===== config.mk =====
export PLATFORM = sky130hd
export DESIGN_NAME = vfu_top
export DESIGN_NICKNAME = d
export VERILOG_FILES = /design/src/hdl/vfu_pkg.sv /design/src/hdl/vfu_int_lane.sv /design/src/hdl/vfu_req_buffer.sv /design/src/hdl/vfu_sequencer.sv /design/src/hdl/vfu_top.sv
export SDC_FILE = /design/constraint.sdc
export NUM_CORES = 2
export LEC_CHECK = 0
export ABC_AREA = 1
export CELL_PAD_IN_SITES_DETAIL_PLACEMENT = 0
export CELL_PAD_IN_SITES_GLOBAL_PLACEMENT = 1
export CORE_AREA = 3 3 292 294
export DETAILED_ROUTE_END_ITERATION = 10
export DIE_AREA = 0 0 295 297
export DONT_BUFFER_PORTS = 1
export GPL_TIMING_DRIVEN = 0
export PLACE_DENSITY_LB_ADDON = 0.1
export RECOVER_POWER = 100
export SKIP_LAST_GASP = 1
export SYNTH_ARGS = -nofsm -noshare
export SYNTH_HDL_FRONTEND = slang
export SYNTH_HIERARCHICAL = 1
export SYNTH_SLANG_ARGS = --single-unit

===== constraint.sdc =====
create_clock -name clk_i -period 7.69 [get_ports clk_i]
set_input_delay 1.1535 -clock clk_i [delete_from_list [all_inputs] [get_ports clk_i]]
set_output_delay 1.1535 -clock clk_i [all_outputs]
set_load 0.05 [all_outputs]

===== src/hdl/vfu_pkg.sv =====
/* Shared definitions for the integer vector functional unit: element width
   and operation encodings, the lane word view and the VRF geometry.
   RTL and testbench refer to these by scoped name. */

`default_nettype none

package vfu_pkg;

  // Lane word geometry
  localparam int unsigned ELEN  = 32;
  localparam int unsigned ELENB = ELEN / 8;

  // VRF geometry
  localparam int unsigned NR_VREGS = 32;
  localparam int unsigned VREG_W   = $clog2(NR_VREGS);

  // Scalar register index and instruction ID widths
  localparam int unsigned GPR_W = 5;
  localparam int unsigned ID_W  = 3;

  // Element width, also log2 of the bytes per element
  typedef enum logic [1:0] {
    EW_8  = 2'd0,
    EW_16 = 2'd1,
    EW_32 = 2'd2
  } vew_e;

  // Integer operations, min and max are unsigned
  typedef enum logic [2:0] {
    VADD  = 3'd0,
    VSUB  = 3'd1,
    VAND  = 3'd2,
    VOR   = 3'd3,
    VXOR  = 3'd4,
    VMINU = 3'd5,
    VMAXU = 3'd6
  } vfu_op_e;

  // One lane word seen as bytes, halves or a full word
  typedef union packed {
    logic [ELENB-1:0][7:0]    b;
    logic [ELENB/2-1:0][15:0] h;
    logic [ELEN-1:0]          w;
  } lane_word_u;

endpackage

`default_nettype wire


===== src/hdl/vfu_int_lane.sv =====
/* One 32-bit integer SIMD lane. Splits both operands into bytes, halves or
   a single word by the element width, applies the operation per element
   with no carry across element borders, and registers the result. */

`timescale 1ns/1ps
`default_nettype none

module vfu_int_lane (
  input  logic                     clk_i,
  input  logic                     rst_i,
  input  logic                     valid_i,
  input  vfu_pkg::vfu_op_e         op_i,
  input  vfu_pkg::vew_e            sew_i,
  input  logic [vfu_pkg::ELEN-1:0] op_a_i,
  input  logic [vfu_pkg::ELEN-1:0] op_b_i,
  output logic [vfu_pkg::ELEN-1:0] result_o,
  output logic                     result_valid_o
);

  // Operands arrive zero-extended, so unsigned compares hold at every width
  function automatic logic [31:0] alu_op(input vfu_pkg::vfu_op_e op,
                                         input logic [31:0] a,
                                         input logic [31:0] b);
    case (op)
      vfu_pkg::VADD:  return a + b;
      vfu_pkg::VSUB:  return a - b;
      vfu_pkg::VAND:  return a & b;
      vfu_pkg::VOR:   return a | b;
      vfu_pkg::VXOR:  return a ^ b;
      vfu_pkg::VMINU: return (a < b) ? a : b;
      vfu_pkg::VMAXU: return (a < b) ? b : a;
      default:        return '0;
    endcase
  endfunction

  vfu_pkg::lane_word_u res;
  logic [vfu_pkg::ELEN-1:0] result_q;
  logic                     valid_q;

  always_comb begin
    vfu_pkg::lane_word_u va;
    vfu_pkg::lane_word_u vb;
    va  = op_a_i;
    vb  = op_b_i;
    res = '0;
    case (sew_i)
      vfu_pkg::EW_8: begin
        for (int i = 0; i < vfu_pkg::ELENB; i++) begin
          res.b[i] = 8'(alu_op(op_i, 32'(va.b[i]), 32'(vb.b[i])));
        end
      end
      vfu_pkg::EW_16: begin
        for (int i = 0; i < vfu_pkg::ELENB / 2; i++) begin
          res.h[i] = 16'(alu_op(op_i, 32'(va.h[i]), 32'(vb.h[i])));
        end
      end
      default: res.w = alu_op(op_i, va.w, vb.w);
    endcase
  end

  // Result register
  always_ff @(posedge clk_i) begin
    if (valid_i) begin
      result_q <= res.w;
    end
  end

  always_ff @(posedge clk_i) begin
    if (rst_i) begin
      valid_q <= 1'b0;
    end else begin
      valid_q <= valid_i;
    end
  end

  assign result_o       = result_q;
  assign result_valid_o = valid_q;

endmodule

`default_nettype wire


===== src/hdl/vfu_req_buffer.sv =====
/* Two-entry request FIFO in front of the sequencer. The next instruction
   waits here while the current one runs; the head is popped on completion. */

`timescale 1ns/1ps
`default_nettype none

module vfu_req_buffer #(
  parameter int unsigned WIDTH = 8
) (
  input  logic             clk_i,
  input  logic             rst_i,
  input  logic [WIDTH-1:0] data_i,
  input  logic             valid_i,
  output logic             ready_o,
  output logic [WIDTH-1:0] data_o,
  output logic             valid_o,
  input  logic             pop_i
);

  logic [WIDTH-1:0] mem_q [2];
  logic             wr_ptr_q;
  logic             rd_ptr_q;
  logic [1:0]       count_q;
  logic             push;
  logic             pop;

  assign ready_o = (count_q != 2'd2);
  assign valid_o = (count_q != 2'd0);
  assign push    = valid_i && ready_o;
  assign pop     = pop_i && valid_o;
  assign data_o  = mem_q[rd_ptr_q];

  // Pointers and fill level
  always_ff @(posedge clk_i) begin
    if (rst_i) begin
      wr_ptr_q <= 1'b0;
      rd_ptr_q <= 1'b0;
      count_q  <= 2'd0;
    end else begin
      if (push) begin
        wr_ptr_q <= ~wr_ptr_q;
      end
      if (pop) begin
        rd_ptr_q <= ~rd_ptr_q;
      end
      count_q <= count_q + 2'(push) - 2'(pop);
    end
  end

  // Entry storage
  always_ff @(posedge clk_i) begin
    if (push) begin
      mem_q[wr_ptr_q] <= data_i;
    end
  end

endmodule

`default_nettype wire


===== src/hdl/vfu_sequencer.sv =====
/* Word sequencer of the vector functional unit. Walks the head instruction
   through the VRF one word per issue and tags each issue so the result
   cycle can form the write, its byte enables and the response. */

`timescale 1ns/1ps
`default_nettype none

module vfu_sequencer #(
  parameter  int unsigned N_LANES           = 2,
  parameter  int unsigned NR_WORDS_PER_VREG = 4,
  localparam int unsigned VL_W   = $clog2(NR_WORDS_PER_VREG * N_LANES * vfu_pkg::ELENB + 1),
  localparam int unsigned ADDR_W = $clog2(vfu_pkg::NR_VREGS * NR_WORDS_PER_VREG),
  localparam int unsigned WBE_W  = N_LANES * vfu_pkg::ELENB
) (
  input  logic                          clk_i,
  input  logic                          rst_i,
  // Head of the request buffer
  input  logic                          head_valid_i,
  input  vfu_pkg::vew_e                 vsew_i,
  input  logic [VL_W-1:0]               vl_i,
  input  logic [vfu_pkg::VREG_W-1:0]    vs1_i,
  input  logic [vfu_pkg::VREG_W-1:0]    vs2_i,
  input  logic [vfu_pkg::VREG_W-1:0]    vd_i,
  input  logic                          use_vs1_i,
  input  logic                          is_scalar_i,
  input  logic [vfu_pkg::ID_W-1:0]      id_i,
  input  logic [vfu_pkg::GPR_W-1:0]     rd_i,
  // Handshakes
  input  logic [1:0]                    vrf_rvalid_i,
  input  logic                          rsp_ready_i,
  input  logic                          result_valid_i,
  output logic                          pop_o,
  output logic                          issue_o,
  // VRF control
  output logic [1:0][ADDR_W-1:0]        vrf_raddr_o,
  output logic [1:0]                    vrf_re_o,
  output logic [ADDR_W-1:0]             vrf_waddr_o,
  output logic                          vrf_we_o,
  output logic [WBE_W-1:0]              vrf_wbe_o,
  // Response
  output logic                          rsp_valid_o,
  output logic [vfu_pkg::ID_W-1:0]      rsp_id_o,
  output logic [vfu_pkg::GPR_W-1:0]     rsp_rd_o,
  output logic                          rsp_wb_o
);

  localparam int unsigned NB_W = VL_W + 2;
  localparam logic [VL_W:0] EPW_MAX = (VL_W + 1)'(N_LANES * vfu_pkg::ELENB);

  //////////////////////////////////////////////////////////////////////
  // Issue control

  logic [VL_W-1:0]          elems_q;
  logic [VL_W:0]            epw;
  logic [VL_W:0]            elems_next;
  logic                     start;
  logic                     last;
  logic                     operands_ok;
  // Index 0 is vs2, 1 is vs1, 2 is vd
  logic [2:0][ADDR_W-1:0]   base_addr;
  logic [2:0][ADDR_W-1:0]   cur_addr;
  logic [2:0][ADDR_W-1:0]   addr_q;

  // Elements per VRF word shrink with wider elements
  assign epw        = EPW_MAX >> vsew_i;
  assign elems_next = {1'b0, elems_q} + epw;
  assign last       = is_scalar_i || (elems_next >= {1'b0, vl_i});
  assign start      = (elems_q == '0);

  assign base_addr[0] = ADDR_W'(vs2_i) * ADDR_W'(NR_WORDS_PER_VREG);
  assign base_addr[1] = ADDR_W'(vs1_i) * ADDR_W'(NR_WORDS_PER_VREG);
  assign base_addr[2] = ADDR_W'(vd_i) * ADDR_W'(NR_WORDS_PER_VREG);
  // First word addresses come straight from the head
  assign cur_addr     = start ? base_addr : addr_q;

  // Scalar work reads nothing but needs room for its response
  assign operands_ok = is_scalar_i ? rsp_ready_i
                                   : (vrf_rvalid_i[0] && (!use_vs1_i || vrf_rvalid_i[1]));
  assign issue_o     = head_valid_i && operands_ok;
  assign pop_o       = issue_o && last;

  assign vrf_re_o[0]    = head_valid_i && !is_scalar_i;
  assign vrf_re_o[1]    = head_valid_i && !is_scalar_i && use_vs1_i;
  assign vrf_raddr_o[0] = cur_addr[0];
  assign vrf_raddr_o[1] = cur_addr[1];

  always_ff @(posedge clk_i) begin
    if (rst_i) begin
      elems_q <= '0;
      addr_q  <= '0;
    end else if (issue_o) begin
      elems_q <= last ? '0 : elems_next[VL_W-1:0];
      for (int k = 0; k < 3; k++) begin
        addr_q[k] <= cur_addr[k] + 1'b1;
      end
    end
  end

  //////////////////////////////////////////////////////////////////////
  // Write tag, follows the issue by one cycle like the lane results

  logic [ADDR_W-1:0]        tag_addr_q;
  logic                     tag_last_q;
  logic                     tag_scalar_q;
  logic [VL_W-1:0]          tag_rem_q;
  vfu_pkg::vew_e            tag_vsew_q;
  logic [vfu_pkg::ID_W-1:0] tag_id_q;
  logic [vfu_pkg::GPR_W-1:0] tag_rd_q;
  logic [NB_W-1:0]          tail_bytes;

  always_ff @(posedge clk_i) begin
    if (issue_o) begin
      tag_addr_q   <= cur_addr[2];
      tag_last_q   <= last;
      tag_scalar_q <= is_scalar_i;
      tag_rem_q    <= vl_i - elems_q;
      tag_vsew_q   <= vsew_i;
      tag_id_q     <= id_i;
      tag_rd_q     <= rd_i;
    end
  end

  // Bytes still owed on the last word
  assign tail_bytes = NB_W'(tag_rem_q) << tag_vsew_q;

  assign vrf_waddr_o = tag_addr_q;
  assign vrf_we_o    = result_valid_i && !tag_scalar_q;
  assign vrf_wbe_o   = tag_last_q ? ~({WBE_W{1'b1}} << tail_bytes) : {WBE_W{1'b1}};

  assign rsp_valid_o = result_valid_i && tag_last_q;
  assign rsp_id_o    = tag_id_q;
  assign rsp_rd_o    = tag_rd_q;
  assign rsp_wb_o    = tag_scalar_q;

endmodule

`default_nettype wire


===== src/hdl/vfu_top.sv =====
/* Top of the integer vector functional unit. Buffers requests, sequences
   them word by word over the VRF ports and runs each word through N_LANES
   integer lanes. Scalar work runs on lane 0 and returns on the response. */

`timescale 1ns/1ps
`default_nettype none

module vfu_top #(
  parameter  int unsigned N_LANES           = 2,
  parameter  int unsigned NR_WORDS_PER_VREG = 4,
  localparam int unsigned VL_W   = $clog2(NR_WORDS_PER_VREG * N_LANES * vfu_pkg::ELENB + 1),
  localparam int unsigned ADDR_W = $clog2(vfu_pkg::NR_VREGS * NR_WORDS_PER_VREG),
  localparam int unsigned WORD_W = N_LANES * vfu_pkg::ELEN,
  localparam int unsigned WBE_W  = N_LANES * vfu_pkg::ELENB
) (
  input  logic                       clk_i,
  input  logic                       rst_i,
  // Request
  input  logic                       req_valid_i,
  output logic                       req_ready_o,
  input  vfu_pkg::vfu_op_e           req_op_i,
  input  vfu_pkg::vew_e              req_vsew_i,
  input  logic [VL_W-1:0]            req_vl_i,
  input  logic [vfu_pkg::VREG_W-1:0] req_vs1_i,
  input  logic [vfu_pkg::VREG_W-1:0] req_vs2_i,
  input  logic [vfu_pkg::VREG_W-1:0] req_vd_i,
  input  logic [vfu_pkg::ELEN-1:0]   req_rs1_i,
  input  logic [vfu_pkg::ELEN-1:0]   req_rs2_i,
  input  logic                       req_use_vs1_i,
  input  logic                       req_is_scalar_i,
  input  logic [vfu_pkg::ID_W-1:0]   req_id_i,
  input  logic [vfu_pkg::GPR_W-1:0]  req_rd_i,
  // Response
  output logic                       rsp_valid_o,
  input  logic                       rsp_ready_i,
  output logic [vfu_pkg::ID_W-1:0]   rsp_id_o,
  output logic [vfu_pkg::GPR_W-1:0]  rsp_rd_o,
  output logic                       rsp_wb_o,
  output logic [vfu_pkg::ELEN-1:0]   rsp_result_o,
  // VRF, read port 0 is vs2 and port 1 is vs1
  output logic [1:0][ADDR_W-1:0]     vrf_raddr_o,
  output logic [1:0]                 vrf_re_o,
  input  logic [1:0][WORD_W-1:0]     vrf_rdata_i,
  input  logic [1:0]                 vrf_rvalid_i,
  output logic [ADDR_W-1:0]          vrf_waddr_o,
  output logic [WORD_W-1:0]          vrf_wdata_o,
  output logic                       vrf_we_o,
  output logic [WBE_W-1:0]           vrf_wbe_o
);

  localparam int unsigned ELEN  = vfu_pkg::ELEN;
  localparam int unsigned REQ_W = $bits(vfu_pkg::vfu_op_e) + $bits(vfu_pkg::vew_e) + VL_W
                                + 3 * vfu_pkg::VREG_W + 2 * ELEN + 2
                                + vfu_pkg::ID_W + vfu_pkg::GPR_W;

  //////////////////////////////////////////////////////////////////////
  // Request buffer

  logic [REQ_W-1:0]           req_data;
  logic [REQ_W-1:0]           head_data;
  logic                       head_valid;
  logic                       pop;
  logic                       issue;
  logic                       lane0_valid;
  logic [2:0]                 h_op_bits;
  logic [1:0]                 h_vsew_bits;
  vfu_pkg::vfu_op_e           h_op;
  vfu_pkg::vew_e              h_vsew;
  logic [VL_W-1:0]            h_vl;
  logic [vfu_pkg::VREG_W-1:0] h_vs1;
  logic [vfu_pkg::VREG_W-1:0] h_vs2;
  logic [vfu_pkg::VREG_W-1:0] h_vd;
  logic [ELEN-1:0]            h_rs1;
  logic [ELEN-1:0]            h_rs2;
  logic                       h_use_vs1;
  logic                       h_is_scalar;
  logic [vfu_pkg::ID_W-1:0]   h_id;
  logic [vfu_pkg::GPR_W-1:0]  h_rd;

  assign req_data = {req_op_i, req_vsew_i, req_vl_i, req_vs1_i, req_vs2_i, req_vd_i,
                     req_rs1_i, req_rs2_i, req_use_vs1_i, req_is_scalar_i, req_id_i, req_rd_i};

  vfu_req_buffer #(
    .WIDTH (REQ_W)
  ) i_req_buffer (
    .clk_i   (clk_i),
    .rst_i   (rst_i),
    .data_i  (req_data),
    .valid_i (req_valid_i),
    .ready_o (req_ready_o),
    .data_o  (head_data),
    .valid_o (head_valid),
    .pop_i   (pop)
  );

  assign {h_op_bits, h_vsew_bits, h_vl, h_vs1, h_vs2, h_vd,
          h_rs1, h_rs2, h_use_vs1, h_is_scalar, h_id, h_rd} = head_data;
  assign h_op   = vfu_pkg::vfu_op_e'(h_op_bits);
  assign h_vsew = vfu_pkg::vew_e'(h_vsew_bits);

  //////////////////////////////////////////////////////////////////////
  // Sequencer

  vfu_sequencer #(
    .N_LANES           (N_LANES),
    .NR_WORDS_PER_VREG (NR_WORDS_PER_VREG)
  ) i_sequencer (
    .clk_i          (clk_i),
    .rst_i          (rst_i),
    .head_valid_i   (head_valid),
    .vsew_i         (h_vsew),
    .vl_i           (h_vl),
    .vs1_i          (h_vs1),
    .vs2_i          (h_vs2),
    .vd_i           (h_vd),
    .use_vs1_i      (h_use_vs1),
    .is_scalar_i    (h_is_scalar),
    .id_i           (h_id),
    .rd_i           (h_rd),
    .vrf_rvalid_i   (vrf_rvalid_i),
    .rsp_ready_i    (rsp_ready_i),
    .result_valid_i (lane0_valid),
    .pop_o          (pop),
    .issue_o        (issue),
    .vrf_raddr_o    (vrf_raddr_o),
    .vrf_re_o       (vrf_re_o),
    .vrf_waddr_o    (vrf_waddr_o),
    .vrf_we_o       (vrf_we_o),
    .vrf_wbe_o      (vrf_wbe_o),
    .rsp_valid_o    (rsp_valid_o),
    .rsp_id_o       (rsp_id_o),
    .rsp_rd_o       (rsp_rd_o),
    .rsp_wb_o       (rsp_wb_o)
  );

  //////////////////////////////////////////////////////////////////////
  // Operands and lanes

  vfu_pkg::lane_word_u rs1_rep;
  logic [WORD_W-1:0]   op1_word;
  logic [WORD_W-1:0]   lane_result;
  logic [N_LANES-1:0]  lane_valid;

  // Scalar operand copied into every element of a lane word
  always_comb begin
    rs1_rep.w = h_rs1;
    case (h_vsew)
      vfu_pkg::EW_8: begin
        for (int i = 0; i < vfu_pkg::ELENB; i++) begin
          rs1_rep.b[i] = h_rs1[7:0];
        end
      end
      vfu_pkg::EW_16: begin
        for (int i = 0; i < vfu_pkg::ELENB / 2; i++) begin
          rs1_rep.h[i] = h_rs1[15:0];
        end
      end
      default: ;
    endcase
  end

  assign op1_word = h_use_vs1 ? vrf_rdata_i[1] : {N_LANES{rs1_rep.w}};

  for (genvar l = 0; l < N_LANES; l++) begin : gen_lanes
    logic [ELEN-1:0] op_a;
    logic [ELEN-1:0] op_b;

    assign op_a = h_is_scalar ? h_rs2 : vrf_rdata_i[0][l*ELEN +: ELEN];
    assign op_b = h_is_scalar ? h_rs1 : op1_word[l*ELEN +: ELEN];

    // Only lane 0 takes scalar work
    vfu_int_lane i_lane (
      .clk_i          (clk_i),
      .rst_i          (rst_i),
      .valid_i        (issue && (!h_is_scalar || l == 0)),
      .op_i           (h_op),
      .sew_i          (h_vsew),
      .op_a_i         (op_a),
      .op_b_i         (op_b),
      .result_o       (lane_result[l*ELEN +: ELEN]),
      .result_valid_o (lane_valid[l])
    );

    // Idle lanes put zero on the write bus
    assign vrf_wdata_o[l*ELEN +: ELEN] = lane_valid[l] ? lane_result[l*ELEN +: ELEN] : '0;
  end

  // Lanes run in lockstep, lane 0 speaks for all
  assign lane0_valid  = lane_valid[0];
  assign rsp_result_o = rsp_wb_o ? lane_result[ELEN-1:0] : '0;

endmodule

`default_nettype wire


==> results_dict.tcl <==
set metrics [dict create \
    multi_input_area_sq_mm 0.02411 \
    cp.required_ns 8.05 \
    syn_area_sq_mm 0.03881 \
    grt_max_degree 56 \
    final-setup-viol-count 0 \
    skew_ns 0.07492 \
    cts_tree "done" \
    status "finished with violations" \
    dr_total_vias 44610 \
    place_inst 7261 \
    netlist_instances 6173 \
    crit_arrival_ns 7.61 \
    synthFlopType "edfxtp_1" \
    fin_ws_ns 0.4360 \
    finalCriticalPeriod_ns 7.254 \
    clock-sinks 323 \
    die_width_um 295 \
    ys_seq_area_share_pct 24.12 \
    fmax_ghz 0.1379 \
    path_class "reg2reg" \
    vias_per_cell 6.059 \
    detailedPlace.worstSlack_ns 1.316 \
    grt_overflow 0 \
    cp_slowest_cell "mux2_1" \
    synth-async-reset-ratio_pct 0 \
    htree_levels 2 \
    gp_congestion 1.087 \
    cts-buffers-inserted 38 \
    clock_latency_ns 0.66 \
    grt_pass1_vias 40270 \
    nets 6721 \
    hold_path_class "reg2reg" \
    wl_per_cell_um 28.28 \
    synth_edf_count 289 \
    peakVddDrop_v 0.0002209 \
    fillers 8930 \
    leakage_nw 21.18 \
    drtIter0Drc 6416 \
    rows 106 \
    die_h_um 297 \
    syn-num-nets 6673 \
    ctsHoldBuffers 0 \
    grt_pass1_wl_um 287300 \
    rsz0062_at_grt "false" \
    cts_resized 0 \
    relSlewSlack_pct -162.9 \
    fin_tns_setup_ns 0 \
    drive_gt1_share_pct 6.543 \
    initial_core_util_pct 46.67 \
    synth-seq-cells 323 \
    path_max_fanout 16 \
    cp-start-kind "flip-flop" \
    final-seq-area_sq_mm 0.009359 \
    yosysUniqueCellTypes 58 \
    core_area_sq_mm 0.08316 \
    cts_setup_buffers 0 \
    yosysWarnings 6 \
    hold_viol 0 \
    drt.antenna.violating_nets 0 \
    failed_checks "capacitance limit, slew limit" \
    port_buffers 0 \
    cts_root_buffer "clkbuf_16" \
    drv_cap 9 \
    slowest_delay_ns 1.02 \
    dp_hpwl_um 169800 \
    instances_no_fill 7363 \
    routed_wl_um 208300 \
    ios 373 \
    dieArea_sq_mm 0.08762 \
    p_per_area_mw_per_mm2 316.3 \
    postSynthAreaPerCell_sq_um 6.287 \
    clk_path_buf_depth 3 \
    drc_errors 0 \
    firstDrtPassIters 8 \
    end_kind "flip-flop" \
    fin_util_pct 49.92 \
    post-route-period-util_pct 94.33 \
    syn2layout_area_growth_pct 6.973 \
    grt_usage_pct 45.54 \
    max_slew.worst_pin.slew_ns 3.943 \
    antenna_found_initial 39 \
    maxSlewViolCount 243 \
    path_cells "buf_6 -> buf_12 -> mux2_1 -> clkbuf_1 -> o21ai_0 -> nand2_1 -> nand2_1 -> nand3_1 -> inv_1 -> ha_1 -> buf_2 -> nor2_1 -> inv_1 -> nor2_1 -> a21oi_1 -> nand2_2 -> nand2_4 -> nand2_4 -> buf_6 -> nor2_1 -> nor3_1 -> nand3_1 -> nand2_1 -> inv_1" \
    clkTransAtPathRegs_ns 0.07 \
]
-- cell type report --
cell class | instances | share of cell area (%)
multi-input cells | 4593 | 58.06
flip-flops and latches | 323 | 22.54
inverters | 987 | 8.927
plain buffers | 270 | 3.553
well taps | 1080 | 3.255
clock buffers | 44 | 2.345
clock inverters | 26 | 1.010
diodes | 32 | 0.1929
repair buffers | 8 | 0.1115
-- synthesized netlist by cell type (all sizes together), types with 2 or more instances --
cell,count,area share (%)
ha,248,8.0
nand3b,11,0.21
a21boi,5,0.097
a211oi,13,0.25
nand3,674,8.8
and3,5,0.081
o22ai,96,1.5
a31oi,9,0.15
a22o,2,0.045
a221oi,13,0.29
and2,15,0.26
o221ai,9,0.20
nor3,33,0.45
xor2,24,0.54
o2111ai,6,0.14
buf,166,3.0
or2,14,0.23
a21oi,367,4.9
o21bai,9,0.17
clkinv,10,0.097
nor2,422,4.3
edfxtp,289,22
mux2,100,3.9
fa,18,0.93
o211ai,42,0.83
xnor2,5,0.11
o21ai,362,4.9
clkbuf,104,1.0
dfxtp,34,1.8
o21a,2,0.039
nand2,2019,20
nand4,64,1.0
inv,977,9.4
-- metrics by stage --
step                hold slack (ns)  power [mW]  area (sq um)
finish                       0.5062       13.13         41520
global route                 0.5317       13.70         41490
CTS                          0.5073       12.81         41760
detailed placement           0.5000       10.71         40360
global placement             0.4781       10.67         40160
floorplan                    0.4675       7.813         38810
-- final timing paths --
check | from | to | slack [ns] | cells past startpoint
max | flip-flop | gen_lanes[1].i_lane/result_o[19]$_DFFE_PP_ | 0.44 | 24
max reg2reg | flip-flop | gen_lanes[1].i_lane/result_o[19]$_DFFE_PP_ | 0.44 | 24
min reg2reg | i_sequencer/addr_q[1]$_SDFFE_PP0P_ | i_sequencer/addr_q[1]$_SDFFE_PP0P_ | 0.51 | 2
min | i_sequencer/addr_q[1]$_SDFFE_PP0P_ | i_sequencer/addr_q[1]$_SDFFE_PP0P_ | 0.51 | 2
-- cells in the final DEF, fill, tap and decap left out, types with 31 or more instances in the layout --
master        n
a21oi_1     359
buf_2        86
clkbuf_1    135
clkbuf_16    38
dfxtp_1      34
diode_2      32
edfxtp_1    289
ha_1        248
inv_1       935
inv_2        41
mux2_4       90
nand2_1    1997
nand3_1     668
nand4_1      64
nor2_1      400
nor3_1       31
o211ai_1     42
o21ai_0     307
o21ai_1      49
o22ai_1      96
-- cell families (layout without fill, tap and decap cells) --
kind of cell | count (synthesis) | in the layout | share of synthesized area, %
xor+xnor | 29 | 29 | 0.6544
buf+inv | 1257 | 1335 | 13.52
other cells | 0 | 32 | 0
compound gates | 940 | 940 | 13.62
simple gates | 3258 | 3258 | 35.30
flops | 323 | 323 | 24.12
fa+ha+maj | 266 | 266 | 8.924
mux | 100 | 100 | 3.869
-- layer usage --
| metal | GRT usage, % | routed length, um | up-vias |
|---|---|---|---|
| met5 | 0 | 220 | - |
| met4 | 28.26 | 15490 | 26 |
| met3 | 15.90 | 29440 | 694 |
| met2 | 66.48 | 85210 | 3170 |
| met1 | 57.27 | 77900 | 20620 |
| li1 | - | - | 20100 |
-- power by group --
| part | internal [mW] | leakage (nW) | switching [mW] |
|---|---|---|---|
| combinational | 2.13 | 17.5 | 6.54 |
| sequential | 2.23 | 2.98 | 0.155 |
| clock | 1.18 | 0.656 | 0.899 |
| total | 5.54 | 21.2 | 7.60 |
-- worst max-delay path, delay by kind of cell, from the launching register on --
family,cells,cell delay [ns]
and+or+nand+nor,12,3.03
DFF,1,0.32
buffers and inverters,8,1.86
muxes,1,1.02
adders and majority gates,1,0.36
AOI/OAI and AO/OA,2,0.32
-- flip-flops by register name, summed over array words and instances, names as in the netlist, 3 cells and up, named ones only --
register	cells
i_sequencer/addr_q	21
i_sequencer/vrf_waddr_o	7
i_sequencer/rsp_rd_o	5
i_sequencer/rsp_id_o	3
i_sequencer/elems_q	6
i_sequencer/tag_rem_q	6
gen_lanes.i_lane/result_o	64
i_req_buffer/mem_q	200
No activity file was read; power rests on OpenSTA's default activity.
